--- config.mk ---
export PLATFORM = sky130hd
export DESIGN_NAME = iosys
export DESIGN_NICKNAME = d
export VERILOG_FILES = /design/src/logic/iosys_pkg.sv /design/src/logic/spi_flash_reader.sv /design/src/logic/firmware_loader.sv /design/src/logic/io_regs.sv /design/src/logic/rom_byte_streamer.sv /design/src/logic/iosys.sv
export SDC_FILE = /design/constraint.sdc
export NUM_CORES = 1
export LEC_CHECK = 0
export CORE_UTILIZATION = 54
export CTS_CLUSTER_DIAMETER = 60
export CTS_CLUSTER_SIZE = 8
export DETAILED_ROUTE_END_ITERATION = 6
export DONT_BUFFER_PORTS = 1
export PLACE_DENSITY_LB_ADDON = 0.25
export SKIP_LAST_GASP = 1
export SYNTH_ARGS = -nofsm -noshare
export SYNTH_HDL_FRONTEND = slang
export SYNTH_HIERARCHICAL = 1
export SYNTH_SLANG_ARGS = --single-unit
--- constraint.sdc ---
create_clock -name clk -period 6.9 [get_ports clk]
set_input_delay 0.345 -clock clk [delete_from_list [all_inputs] [get_ports clk]]
set_output_delay 0.345 -clock clk [all_outputs]
set_load 0.02 [all_outputs]
--- src/logic/iosys_pkg.sv ---
// address map, sizes, shared types and flash reader states of the io subsystem
`default_nettype none

package iosys_pkg;

    typedef logic [31:0] word_t;      // cpu bus data
    typedef logic [22:0] ram_addr_t;  // 8 MB main memory
    typedef logic [3:0]  strb_t;      // byte lane write strobe
    typedef logic [7:0]  byte_t;
    typedef logic [11:0] joy_t;       // R L X A RT LT DN UP START SELECT Y B

    // spi flash read sequence
    typedef enum logic [1:0] {
        idle,
        cmd,
        data,
        done
    } flash_state_t;

    // firmware image location and size
    localparam logic [23:0] flash_base     = 24'h50_0000;
    localparam byte_t       flash_read_cmd = 8'h03;   // plain read, no dummy cycles
    localparam int          fw_len         = 256;     // bytes

    // 21.477 MHz system clock
    localparam int ticks_per_ms = 21477;

    localparam logic [15:0] core_id = 16'd2;

    // register map
    localparam word_t reg_char_addr   = 32'h0200_0000;  // text display, overlay bit only
    localparam word_t reg_romctl_addr = 32'h0200_0030;  // 1 starts rom load, 0 ends it
    localparam word_t reg_romdat_addr = 32'h0200_0034;  // 4 bytes per write
    localparam word_t reg_joy_addr    = 32'h0200_0040;
    localparam word_t reg_time_addr   = 32'h0200_0050;  // ms since reset
    localparam word_t reg_id_addr     = 32'h0200_0060;

endpackage

`default_nettype wire

--- src/logic/spi_flash_reader.sv ---
// spi flash master that issues one read command and streams the firmware bytes out
`timescale 1ns/100ps
`default_nettype none

module spi_flash_reader (
    input  wire                       clk,
    input  wire                       resetn,
    input  wire                       start,
    output iosys_pkg::byte_t          dout,
    output logic                      dout_strb,
    output logic                      flash_cs_n,
    output logic                      flash_sck,
    output logic                      flash_mosi,
    input  wire                       flash_miso
);

    iosys_pkg::flash_state_t state;
    logic [31:0]             out_sr;    // read command then address, msb first
    iosys_pkg::byte_t        in_sr;
    logic [4:0]              bit_cnt;   // counts falling sck edges
    logic [$clog2(iosys_pkg::fw_len)-1:0] byte_cnt;

    assign flash_mosi = out_sr[31];

    always_ff @(posedge clk) begin
        if (!resetn) begin
            state      <= iosys_pkg::idle;
            flash_cs_n <= 1'b1;
            flash_sck  <= 1'b0;
            out_sr     <= '0;
            bit_cnt    <= '0;
            byte_cnt   <= '0;
            dout_strb  <= 1'b0;
        end else begin
            dout_strb <= 1'b0;
            case (state)
                iosys_pkg::idle: begin
                    if (start) begin
                        state      <= iosys_pkg::cmd;
                        flash_cs_n <= 1'b0;
                        out_sr     <= {iosys_pkg::flash_read_cmd, iosys_pkg::flash_base};
                        bit_cnt    <= '0;
                    end
                end
                iosys_pkg::cmd: begin
                    flash_sck <= ~flash_sck;
                    if (flash_sck) begin                   // falling edge
                        out_sr  <= {out_sr[30:0], 1'b0};
                        bit_cnt <= bit_cnt + 5'd1;     // wraps to 0 for the data phase
                        if (bit_cnt == 5'd31) begin
                            state    <= iosys_pkg::data;
                            byte_cnt <= '0;
                        end
                    end
                end
                iosys_pkg::data: begin
                    flash_sck <= ~flash_sck;
                    if (!flash_sck) begin
                        // rising edge samples miso, 8th bit completes a byte
                        if (bit_cnt[2:0] == 3'd7)
                            dout_strb <= 1'b1;
                    end else begin
                        bit_cnt <= bit_cnt + 5'd1;
                        if (bit_cnt[2:0] == 3'd7) begin
                            byte_cnt <= byte_cnt + 1'b1;
                            if (int'(byte_cnt) == iosys_pkg::fw_len - 1) begin
                                state      <= iosys_pkg::done;
                                flash_cs_n <= 1'b1;
                            end
                        end
                    end
                end
                default: ;  // done until next reset
            endcase
        end
    end

    // shift in, msb first
    always_ff @(posedge clk) begin
        if (state == iosys_pkg::data && !flash_sck) begin
            in_sr <= {in_sr[6:0], flash_miso};
            if (bit_cnt[2:0] == 3'd7)
                dout <= {in_sr[6:0], flash_miso};
        end
    end

    a_strb_in_data: assert property (@(posedge clk) disable iff (!resetn)
        dout_strb |-> state == iosys_pkg::data);

endmodule

`default_nettype wire

--- src/logic/firmware_loader.sv ---
// firmware copy from spi flash into main memory, holds the cpu until done
`timescale 1ns/100ps
`default_nettype none

module firmware_loader (
    input  wire                        clk,
    input  wire                        resetn,
    input  wire                        ram_busy,
    input  wire iosys_pkg::byte_t      flash_byte,
    input  wire                        flash_strb,
    output logic                       flash_start,
    output logic                       loading,
    output logic                       loaded,
    output logic                       wr,
    output iosys_pkg::ram_addr_t       addr,
    output iosys_pkg::word_t           wdata,
    output iosys_pkg::strb_t           wstrb
);

    logic                 started;
    iosys_pkg::ram_addr_t next_addr;   // address of the next flash byte

    // kick the reader once sdram is up
    assign flash_start = !started && !ram_busy;

    always_ff @(posedge clk) begin
        if (!resetn) begin
            started   <= 1'b0;
            loading   <= 1'b0;
            loaded    <= 1'b0;
            wr        <= 1'b0;
            next_addr <= '0;
        end else begin
            wr <= flash_strb && loading;   // one cycle write pulse
            if (flash_start) begin
                started <= 1'b1;
                loading <= 1'b1;
            end
            if (flash_strb && loading)
                next_addr <= next_addr + 1'b1;
            if (wr && addr == iosys_pkg::ram_addr_t'(iosys_pkg::fw_len - 1)) begin
                loading <= 1'b0;
                loaded  <= 1'b1;
            end
        end
    end

    // byte replicated on all lanes, strobe picks the lane
    always_ff @(posedge clk) begin
        if (flash_strb) begin
            addr  <= next_addr;
            wdata <= {4{flash_byte}};
            wstrb <= iosys_pkg::strb_t'(1) << next_addr[1:0];
        end
    end

    a_loaded_sticky: assert property (@(posedge clk) disable iff (!resetn)
        loaded |=> loaded);

    // every write lands while the loader owns the memory port
    a_wr_in_loading: assert property (@(posedge clk) disable iff (!resetn)
        wr |-> loading && !loaded);

endmodule

`default_nettype wire

--- src/logic/io_regs.sv ---
// cpu address decode, register read mux, overlay, rom control and millisecond timer
`timescale 1ns/100ps
`default_nettype none

module io_regs (
    input  wire                      clk,
    input  wire                      resetn,
    input  wire                      cpu_valid,
    input  wire iosys_pkg::word_t    cpu_addr,
    input  wire iosys_pkg::word_t    cpu_wdata,
    input  wire iosys_pkg::strb_t    cpu_wstrb,
    input  wire iosys_pkg::joy_t     joy1,
    input  wire iosys_pkg::joy_t     joy2,
    output logic                     ram_sel,
    output logic                     reg_ready,
    output iosys_pkg::word_t         reg_rdata,
    output logic                     overlay,
    output logic                     rom_loading,
    output logic                     romdat_we
);

    logic char_sel;
    logic romctl_sel;
    logic romdat_sel;
    logic joy_sel;
    logic time_sel;
    logic id_sel;

    logic [$clog2(iosys_pkg::ticks_per_ms)-1:0] tick_cnt;
    iosys_pkg::word_t time_ms;   // wraps after about 49 days

    assign ram_sel    = cpu_valid && cpu_addr[31:23] == '0;   // low 8 MB
    assign char_sel   = cpu_valid && cpu_addr == iosys_pkg::reg_char_addr;
    assign romctl_sel = cpu_valid && cpu_addr == iosys_pkg::reg_romctl_addr;
    assign romdat_sel = cpu_valid && cpu_addr == iosys_pkg::reg_romdat_addr;
    assign joy_sel    = cpu_valid && cpu_addr == iosys_pkg::reg_joy_addr;
    assign time_sel   = cpu_valid && cpu_addr == iosys_pkg::reg_time_addr;
    assign id_sel     = cpu_valid && cpu_addr == iosys_pkg::reg_id_addr;

    // registers and unmapped space answer in the same cycle
    assign reg_ready = cpu_valid && !ram_sel;

    assign romdat_we = romdat_sel && |cpu_wstrb;

    always_comb begin
        reg_rdata = '0;   // unmapped and write-only registers
        if (joy_sel)
            reg_rdata = {4'b0, joy2, 4'b0, joy1};
        else if (time_sel)
            reg_rdata = time_ms;
        else if (id_sel)
            reg_rdata = {16'b0, iosys_pkg::core_id};
    end

    // menu overlay is on out of reset
    always_ff @(posedge clk) begin
        if (!resetn) begin
            overlay <= 1'b1;
        end else if (char_sel && cpu_wstrb[0]) begin
            case (cpu_wdata[25:24])
                2'd1: overlay <= 1'b1;
                2'd2: overlay <= 1'b0;
                default: ;
            endcase
        end
    end

    always_ff @(posedge clk) begin
        if (!resetn) begin
            rom_loading <= 1'b0;
        end else if (romctl_sel && |cpu_wstrb) begin
            if (cpu_wdata[7:0] == 8'd1)
                rom_loading <= 1'b1;
            else if (cpu_wdata[7:0] == 8'd0)
                rom_loading <= 1'b0;
        end
    end

    // millisecond timer
    always_ff @(posedge clk) begin
        if (!resetn) begin
            tick_cnt <= '0;
            time_ms  <= '0;
        end else if (int'(tick_cnt) == iosys_pkg::ticks_per_ms - 1) begin
            tick_cnt <= '0;
            time_ms  <= time_ms + 1'b1;
        end else begin
            tick_cnt <= tick_cnt + 1'b1;
        end
    end

    a_ready_excl: assert property (@(posedge clk) disable iff (!resetn)
        !(reg_ready && ram_sel));

endmodule

`default_nettype wire

--- src/logic/rom_byte_streamer.sv ---
// rom data register output with four byte strobes per written word
`timescale 1ns/100ps
`default_nettype none

module rom_byte_streamer (
    input  wire                      clk,
    input  wire                      resetn,
    input  wire                      we,
    input  wire iosys_pkg::word_t    wdata,
    output iosys_pkg::byte_t         rom_do,
    output logic                     rom_do_valid
);

    logic [3:0]       cnt;    // 16 cycles per word and 0 when idle
    iosys_pkg::word_t sbuf;   // current byte in the low lane

    assign rom_do = sbuf[7:0];

    // 2 cycles on then 2 off
    assign rom_do_valid = cnt[1];

    always_ff @(posedge clk) begin
        if (!resetn)
            cnt <= '0;
        else if (we)
            cnt <= 4'd15;          // restart on every write
        else if (cnt != 4'd0)
            cnt <= cnt - 4'd1;
    end

    always_ff @(posedge clk) begin
        if (we)
            sbuf <= wdata;
        else if (cnt[1:0] == 2'd0 && cnt != 4'd0)
            sbuf <= {8'h00, sbuf[31:8]};   // next byte with lsb first
    end

endmodule

`default_nettype wire

--- src/logic/iosys.sv ---
// io subsystem top: firmware loader, register block, rom streamer and memory port mux
`timescale 1ns/100ps
`default_nettype none

module iosys (
    input  wire                        clk,
    input  wire                        resetn,
    input  wire                        ram_busy,
    input  wire                        cpu_valid,
    input  wire iosys_pkg::word_t      cpu_addr,
    input  wire iosys_pkg::word_t      cpu_wdata,
    input  wire iosys_pkg::strb_t      cpu_wstrb,
    output logic                       cpu_ready,
    output iosys_pkg::word_t           cpu_rdata,
    output logic                       cpu_resetn,
    output logic                       ram_valid,
    output iosys_pkg::ram_addr_t       ram_addr,
    output iosys_pkg::word_t           ram_wdata,
    output iosys_pkg::strb_t           ram_wstrb,
    input  wire                        ram_ready,
    input  wire iosys_pkg::word_t      ram_rdata,
    input  wire iosys_pkg::joy_t       joy1,
    input  wire iosys_pkg::joy_t       joy2,
    output logic                       overlay,
    output logic                       rom_loading,
    output iosys_pkg::byte_t           rom_do,
    output logic                       rom_do_valid,
    output logic                       flash_cs_n,
    output logic                       flash_sck,
    output logic                       flash_mosi,
    input  wire                        flash_miso
);

    logic                 flash_start;
    iosys_pkg::byte_t     flash_byte;
    logic                 flash_strb;

    logic                 ld_loading;
    logic                 ld_loaded;
    logic                 ld_wr;
    iosys_pkg::ram_addr_t ld_addr;
    iosys_pkg::word_t     ld_wdata;
    iosys_pkg::strb_t     ld_wstrb;

    logic                 ram_sel;
    logic                 reg_ready;
    iosys_pkg::word_t     reg_rdata;
    logic                 romdat_we;

    spi_flash_reader flash_i (
        .clk        (clk),
        .resetn     (resetn),
        .start      (flash_start),
        .dout       (flash_byte),
        .dout_strb  (flash_strb),
        .flash_cs_n (flash_cs_n),
        .flash_sck  (flash_sck),
        .flash_mosi (flash_mosi),
        .flash_miso (flash_miso)
    );

    firmware_loader loader_i (
        .clk         (clk),
        .resetn      (resetn),
        .ram_busy    (ram_busy),
        .flash_byte  (flash_byte),
        .flash_strb  (flash_strb),
        .flash_start (flash_start),
        .loading     (ld_loading),
        .loaded      (ld_loaded),
        .wr          (ld_wr),
        .addr        (ld_addr),
        .wdata       (ld_wdata),
        .wstrb       (ld_wstrb)
    );

    io_regs regs_i (
        .clk         (clk),
        .resetn      (resetn),
        .cpu_valid   (cpu_valid),
        .cpu_addr    (cpu_addr),
        .cpu_wdata   (cpu_wdata),
        .cpu_wstrb   (cpu_wstrb),
        .joy1        (joy1),
        .joy2        (joy2),
        .ram_sel     (ram_sel),
        .reg_ready   (reg_ready),
        .reg_rdata   (reg_rdata),
        .overlay     (overlay),
        .rom_loading (rom_loading),
        .romdat_we   (romdat_we)
    );

    rom_byte_streamer rom_i (
        .clk          (clk),
        .resetn       (resetn),
        .we           (romdat_we),
        .wdata        (cpu_wdata),
        .rom_do       (rom_do),
        .rom_do_valid (rom_do_valid)
    );

    // cpu runs only after the firmware copy
    assign cpu_resetn = resetn && ld_loaded;

    // loader owns the memory port while copying
    assign ram_valid = ld_loading ? ld_wr    : ram_sel;
    assign ram_addr  = ld_loading ? ld_addr  : cpu_addr[22:0];
    assign ram_wdata = ld_loading ? ld_wdata : cpu_wdata;
    assign ram_wstrb = ld_loading ? ld_wstrb : cpu_wstrb;

    assign cpu_ready = (ram_sel && ram_ready) || reg_ready;
    assign cpu_rdata = ram_sel ? ram_rdata : reg_rdata;

    // a cpu held in reset leaves its bus idle
    a_bus_idle: assert property (@(posedge clk) disable iff (!resetn)
        !cpu_resetn |-> !cpu_valid);

endmodule

`default_nettype wire

==> results of run 1 <==
==> how the worst max path moves through the flow <==
stage	from	endpoint	slack [ns]	cells past startpoint
final	cpu_addr[29]	cpu_rdata[2]	3.75	5
after global routing	cpu_addr[29]	cpu_rdata[2]	3.66	5
after CTS	cpu_addr[23]	cpu_rdata[2]	3.74	5
after detailed placement	cpu_addr[23]	rom_i/sbuf[31]	3.57	7
after global placement	cpu_addr[23]	rom_i/sbuf[31]	3.59	7
after floorplan	cpu_addr[9]	rom_i/sbuf[0]	3.74	7
==> layout make-up <==
cell class | instances | area share, %
Timing Repair Buffer | 7 | 0.547
Sequential cell | 192 | 42.5
Clock buffer | 17 | 3.87
Inverter | 28 | 0.957
Clock inverter | 15 | 1.53
Multi-Input combinational cell | 651 | 47.6
Tap cell | 260 | 2.96
==> state kept, by name (all words and copies together) (netlist names), 2 cells and up <==
register	count
flash_i/in_sr	7
flash_i/state	2
rom_i/sbuf	32
flash_i/bit_cnt	5
loader_i/wstrb	4
loader_i/next_addr	23
loader_i/wdata	8
flash_i/dout	8
flash_i/byte_cnt	8
loader_i/addr	23
rom_i/cnt	4
regs_i/tick_cnt	15
regs_i/time_ms	32
flash_i/out_sr	12
==> cell families (layout without fill, tap and decap cells) <==
group                    count (synthesis)  after routing  synth area share [%]
flip-flops                             192            192                  44.0
AND/OR/NAND/NOR                        328            328                  17.9
multiplexers                           163            163                  19.9
buffers and inverters                  109             67                  6.84
XOR/XNOR                                27             27                  2.23
AO/OA/AOI/OAI                          118            118                  7.41
adder cells (fa/ha/maj)                 15             15                  1.77
==> synthesized netlist by cell type, drive strengths merged (2+ instances only) <==
cell / n
mux2: 118
dfxtp: 110
edfxtp: 82
nor2: 70
buf: 62
nand2: 47
mux2i: 45
a21oi: 42
nand4: 36
and2: 28
inv: 28
o31ai: 28
or4: 28
nor4: 22
xor2: 22
nand3: 21
o21ai: 20
clkbuf: 19
ha: 15
nand2b: 15
or3: 13
and3: 11
and4: 11
a21boi: 7
nor3: 7
o21a: 5
xnor2: 5
nor2b: 4
nand3b: 3
o221a: 3
o311ai: 3
and4bb: 2
nand4b: 2
nor3b: 2
nor4b: 2
o2111ai: 2
o31a: 2
o41ai: 2
==> cells in the final DEF, fill, tap and decap left out, drive strengths merged, types with 7 or more instances in the layout <==
| cell type | Yosys | routed |
|---|---|---|
| and2 | 28 | 28 |
| xor2 | 22 | 22 |
| nand2b | 15 | 15 |
| o31ai | 28 | 28 |
| nor2 | 70 | 70 |
| a21boi | 7 | 7 |
| clkinv | 0 | 9 |
| a21oi | 42 | 42 |
| nand3 | 21 | 21 |
| mux2i | 45 | 45 |
| or4 | 28 | 28 |
| clkbuf | 19 | 17 |
| or3 | 13 | 13 |
| nand2 | 47 | 47 |
| dfxtp | 110 | 110 |
| edfxtp | 82 | 82 |
| o21ai | 20 | 20 |
| nor3 | 7 | 7 |
| and4 | 11 | 11 |
| nand4 | 36 | 36 |
| and3 | 11 | 11 |
| inv | 28 | 34 |
| nor4 | 22 | 22 |
| mux2 | 118 | 118 |
| ha | 15 | 15 |
==> routing by layer <==
metal	GRT usage, %	vias to the layer above	routed length [um]
met2	35.8	174	10700
met4	7.64	0	374
met3	5.82	27	1290
li1	-	3391	-
met1	28.6	3368	10000
met5	0	-	0
==> power groups by stage <==
stage	Clock [mW]	Sequential (mW)	Combinational (mW)
6_report	0.969	1.37	0.430
4_1_cts	0.989	1.37	0.433
3_3_place_gp	0	1.39	0.425
3_5_place_dp	0	1.39	0.428
2_1_floorplan	0	1.36	0.433
5_1_grt	1.03	1.38	0.471
==> what timing repair did <==
action                                  CTS  global route
hold endpoints to repair                  5             0
buffers inserted                          0             0
hold buffers                              3             0
endpoints found under the setup margin    0             0
resized for setup                         0             0
==> out/results.tsv, run 1 <==
metric	value	unit
maxSlewViolCount	0	
start_kind	input pin	
grt_pass1_wl	34.5	mm
n_antenna_cell	0	
via_count	6960	
async_flop_share	0	%
place.gp.congestion	0.803	
critPathMaxFanout	23	
rows	50	
worst_pin_slew	1.10	ns
min_path_type	input pin to flop	
antenna_found_initial	0	
track_usage	22.1	%
synth.largest_area_cell	edfxtp_1	
setup_violations	0	
clk_path_buf_depth	2	
hp-start	resetn	
crit_arrival	2.81	ns
p_sw	0.802	mW
post-route-period-util	45.7	%
syn_inst	952	
rsz0062_at_grt	false	
hpwl	16.1	mm
cts_tree	built	
portBuffers	0	
postPlaceCellArea	10400	um^2
sw_frac_of_total	29.0	%
drt_first_iter_violations	383	
grt_pass1_vias	6451	
whs_endpoint	loader_i/loaded	
synth_ff_type	dfxtp_1	
finClkSkew	0.0158	ns
multiInputGateArea	5230	um^2
internal_power	1.97	mW
ys_seq_area_share	44.0	%
slowest_delay	1.07	ns
sequentialPowerShare	49.4	%
ys_ff_latch	192	
layout_setup_ws	3.75	ns
place_inst	1135	
regToRegStartpoint	regs_i/tick_cnt[0]	
die_x	142	um
syn_to_final_growth	3.53	%
clkPwrFrac	35.0	%
avgSynthCellArea	11.1	um^2
design.die.area	20200	um^2
start_util	56.0	%
finalNetCount	1042	
yosysTopAreaCellShare	23.2	%
layoutNonFillerInstCount	1170	
core_area	19000	um^2
cp-end-kind	output port	
fmax	317	MHz
required	6.55	ns
synth_edf_count	82	
crit_chain	nor4_1 > nand2_1 > or4_1 > nor2_1 > mux2_4	
fin_crit	3.15	ns
postLayoutCellArea	11000	um^2
path_class	input pin to output port	
ff2ff_path_depth	6	
synthesis.nets	1097	
ant_nets	0	
num-fill-cells	1603	
powerDensity	252	nW/um^2
cts_buffers	17	
wirelength	22.4	mm
viasPerCell	5.95	
final_util	57.9	%
p_leak	3.91	nW
cts.htree.levels	4	
root_buffer	clkbuf_16	
p_comb_share	15.6	%
place_ws	3.57	ns
worst_r2r_endpoint	regs_i/time_ms[31]	
drc	0	
layout-drive-gt1-share	20.5	%
finalPower	2.77	mW
ff2ff_setup_slack	4.43	ns
seq_area	4670	um^2
tns	0	ns
cap_violations	0	
ios	238	
synth_area_leaders	edfxtp_1 23%, dfxtp_1 21%, mux2_4 12%	
insertion_delay	0.44	ns
finalHoldViolCount	0	
hold_depth	1	
grt.overflow.total	0	
cts_sinks	192	
maxSlewHeadroom	25.9	%
clkTransAtPathRegs	0.07	ns
worst-path-buf-inv	0	
synth_cell_type_count	65	
netlist_area	10600	um^2
cpLargestDelayFamily	simple AND/OR/NAND/NOR gates	
whs	0.0431	ns
ir_drop	177	uV
ys_warn_count	6	
wl_per_cell	19.1	um
critPathSlowestCell	or4_1	
grt_max_degree	62	
die_h	142	um
outcome	finished clean	
dr.pass1.iters	4	
No activity file was read; power rests on OpenSTA's default activity.
==> inputs of run 2 (changes only) <==
--- a/config.mk
+++ b/config.mk
@@ -5,6 +5,7 @@
 export SDC_FILE = /design/constraint.sdc
 export NUM_CORES = 1
 export LEC_CHECK = 0
+export ABC_AREA = 1
 export CORE_UTILIZATION = 54
 export CTS_CLUSTER_DIAMETER = 60
 export CTS_CLUSTER_SIZE = 8
==> constraint.sdc (replaced) <==
create_clock -name clk -period 3.1 [get_ports clk]
set_input_delay 0.155 -clock clk [delete_from_list [all_inputs] [get_ports clk]]
set_output_delay 0.155 -clock clk [all_outputs]
set_load 0.02 [all_outputs]
==> run 2 against run 1 <==
Against the previous run: hold slack got worse by 0.032 ns; sequential power increased by 130%; flip-flop and latch count did not move; final cell count increased by 62%; clock skew down 0.0053 ns; via count increased by 44%; die area increased by 6.5%; sequential share of layout area down 3.9 points; worst setup slack got worse by 3.0 ns; global-route usage up 4.8 points; critical endpoint is now cpu_rdata[11].
==> out/results.tsv, run 2 <==
metric	value	unit	change
grt_max_degree	61		-1.6%
multiInputGateArea	5370	um^2	+2.6%
syn_inst	1620		+70%
fin_crit	2.36	ns	
fmax	424	MHz	
synth_cell_type_count	45		-31%
wl_met2	14.1	mm	+32%
ys_seq_area_share	41.3	%	-2.7 points
crit_arrival	2.20	ns	-0.61 ns
cts.htree.levels	4		unchanged
portBuffers	0		unchanged
layout_common_cells	597 x nand2_1, 219 x nor2_1, 163 x inv_1		
synth_common_cells	597 x nand2_1, 220 x nor2_1, 163 x inv_1		
dr_wl_met3	2.23	mm	+73%
design.die.area	21500	um^2	+6.5%
hpwl	21.6	mm	+34%
async_flop_share	0	%	unchanged
clkPwrFrac	34.0	%	-1.0 points
internal_power	4.45	mW	+130%
cts_tree	built		
p_comb_share	17.9	%	+2.3 points
synthesis.nets	1765		+61%
drt_first_iter_violations	674		+76%
ys_ff_latch	192		unchanged
wl_per_cell	15.7	um	-18%
yosysTopAreaCellShare	21.8	%	-1.4 points
viasPerCell	5.32		-11%
cp-end-kind	output port		
die_x	147	um	+3.2%
antenna_found_initial	1		+1
crit_chain	nor2_1 > nand2_1 > nor2_2 > nand2_2 > nor2_8 > nand4_4 > o21ai_0 > nand2_1 > nand2_1		
ys_warn_count	6		unchanged
powerDensity	538	nW/um^2	+110%
layout-drive-gt1-share	8.77	%	-12 points
yosysMostFrequentCell	nand2_1		
outcome	finished clean		
root_buffer	clkbuf_16		
drc	0		unchanged
grt_pass1_vias	8850		+37%
critPathMaxFanout	27		+17%
netlist_area	11300	um^2	+6.6%
rows	52		+4.0%
synth_area_leaders	edfxtp_1 22%, nand2_1 20%, dfxtp_1 19%		
tns	0	ns	unchanged
clk_path_buf_depth	2		unchanged
via_count	10100		+44%
setup_violations	0		unchanged
final_util	59.4	%	+1.4 points
clkTransAtPathRegs	0.07	ns	about the same
ant_nets	0		unchanged
sequentialPowerShare	48.1	%	-1.3 points
finClkSkew	0.0105	ns	-0.00530 ns
ir_drop	413	uV	+130%
cts_buffers	17		unchanged
sw_frac_of_total	31.5	%	+2.5 points
dr.max_layer_used	met4		
required	2.94	ns	-3.61 ns
num-fill-cells	1906		+19%
post_cts_resized	0		unchanged
final_common_cell	nand2_1		
finalNetCount	1751		+68%
dr.pass1.iters	5		+1
syn_to_final_growth	6.97	%	
maxSlewViolCount	0		unchanged
synth_ff_type	dfxtp_1		
crit_path_frequent_cell	nand2_1		
whs	0.0115	ns	-0.0316 ns
cts_hold_buf	37		+34
start_kind	input pin		
core_area	20400	um^2	+7.4%
min_path_type	input pin to flop		
largestRegisters	regs_i/time_ms: 32 flops, rom_i/sbuf: 32 flops		
maxSlewHeadroom	57.3	%	+31 points
grt.overflow.total	0		unchanged
wirelength	29.7	mm	+33%
worst_pin_slew	0.637	ns	-0.464 ns
seq_area	4670	um^2	about the same
cap_violations	0		unchanged
cts_sinks	192		unchanged
cpLargestDelayFamily	simple AND/OR/NAND/NOR gates		
insertion_delay	0.44	ns	about the same
p_leak	5.02	nW	+28%
grt_pass1_wl	45.1	mm	+31%
synth_edf_count	82		unchanged
start_util	55.5	%	-0.45 points
slowest_delay	0.53	ns	-0.54 ns
rsz0062_at_grt	false		
worst-path-buf-inv	0		unchanged
ios	238		unchanged
path_class	input pin to output port		
post-cts-setup-buffers	0		unchanged
p_sw	2.05	mW	+160%
synth.largest_area_cell	edfxtp_1		
post-route-period-util	76.1	%	
place.gp.congestion	0.943		+17%
critPathSlowestCell	nand4_4		
track_usage	27.0	%	+4.8 points
met1_length	12.3	mm	+23%
avgSynthCellArea	6.98	um^2	-37%
finalHoldViolCount	0		unchanged
die_h	147	um	+3.2%
run 2: changes by cell type in the layout (fill, tap and decap cells not counted), sizes merged, moves of 45 or more:
| cell | before | now |
|---|---|---|
| inv | 34 | 180 |
| nor2 | 70 | 244 |
| mux2i | 45 | 0 |
| nand2 | 47 | 626 |
| mux2 | 118 | 0 |
| nand3 | 21 | 70 |
run 2: layer usage:
layer	global-route usage, %	up-vias
li1	-	5047
met1	32.4	4558
met2	46.1	387
met3	6.15	59
met4	11.8	0
met5	0	-
run 2: final timing paths:
path / endpoint / slack [ns] / cells past startpoint / start
worst min register to register: loader_i/wdata[28] / 0.42 / 0 / flash_i/dout[4]
worst max register to register: regs_i/time_ms[17] / 1.01 / 11 / regs_i/tick_cnt[0]
worst min-delay path: flash_i/flash_cs_n / 0.01 / 2 / resetn
worst max-delay path: cpu_rdata[11] / 0.74 / 9 / cpu_addr[15]
run 2: layout make-up:
type | count | share of cell area [%]
Sequential cell | 192 | 38.6
Timing Repair Buffer | 46 | 3.70
Tap cell | 270 | 2.79
Antenna cell | 1 | 0.0207
Clock buffer | 18 | 3.55
Multi-Input combinational cell | 1173 | 44.4
Clock inverter | 14 | 1.41
Inverter | 176 | 5.58
run 2: worst register-to-register path, cell delays in order (launching register included):
cell     delay, ns
dfxtp_1       0.35
inv_1         0.07
ha_1          0.18
nand2_1       0.06
nor2_1        0.14
nand2_1       0.10
nor2_2        0.52
nand2_1       0.21
nor2_2        0.16
nand3_1       0.08
nand2_1       0.07
nor2_1        0.04
run 2: logic make-up (layout without fill, tap and decap cells):
| family | count (synthesis) | count (layout) | share of synthesized area, % |
|---|---|---|---|
| buf+inv | 255 | 254 | 11.4 |
| compound gates | 114 | 114 | 5.90 |
| xor+xnor | 10 | 10 | 0.775 |
| flops | 192 | 192 | 41.3 |
| other cells | 0 | 1 | 0 |
| simple gates | 1034 | 1034 | 39.0 |
| fa+ha+maj | 15 | 15 | 1.66 |
run 2: per-stage QoR:
step | cell area, um^2 | setup slack [ns] | instances | total power [mW]
6_report | 12100 | 0.741 | 1890 | 6.50
5_1_grt | 12100 | 0.524 | 1890 | 6.80
4_1_cts | 12100 | 0.715 | 1889 | 6.52
3_5_place_dp | 11100 | 0.715 | 1820 | 4.28
3_3_place_gp | 11100 | 0.713 | 1820 | 4.24
2_1_floorplan | 11300 | 0.378 | 1620 | 4.13
run 2: power groups by stage:
stage	registers, mW	logic, mW	clock network, mW
5_1_grt	3.15	1.31	2.34
3_5_place_dp	3.18	1.10	0
2_1_floorplan	3.11	1.02	0
4_1_cts	3.12	1.16	2.24
3_3_place_gp	3.17	1.07	0
6_report	3.13	1.16	2.21
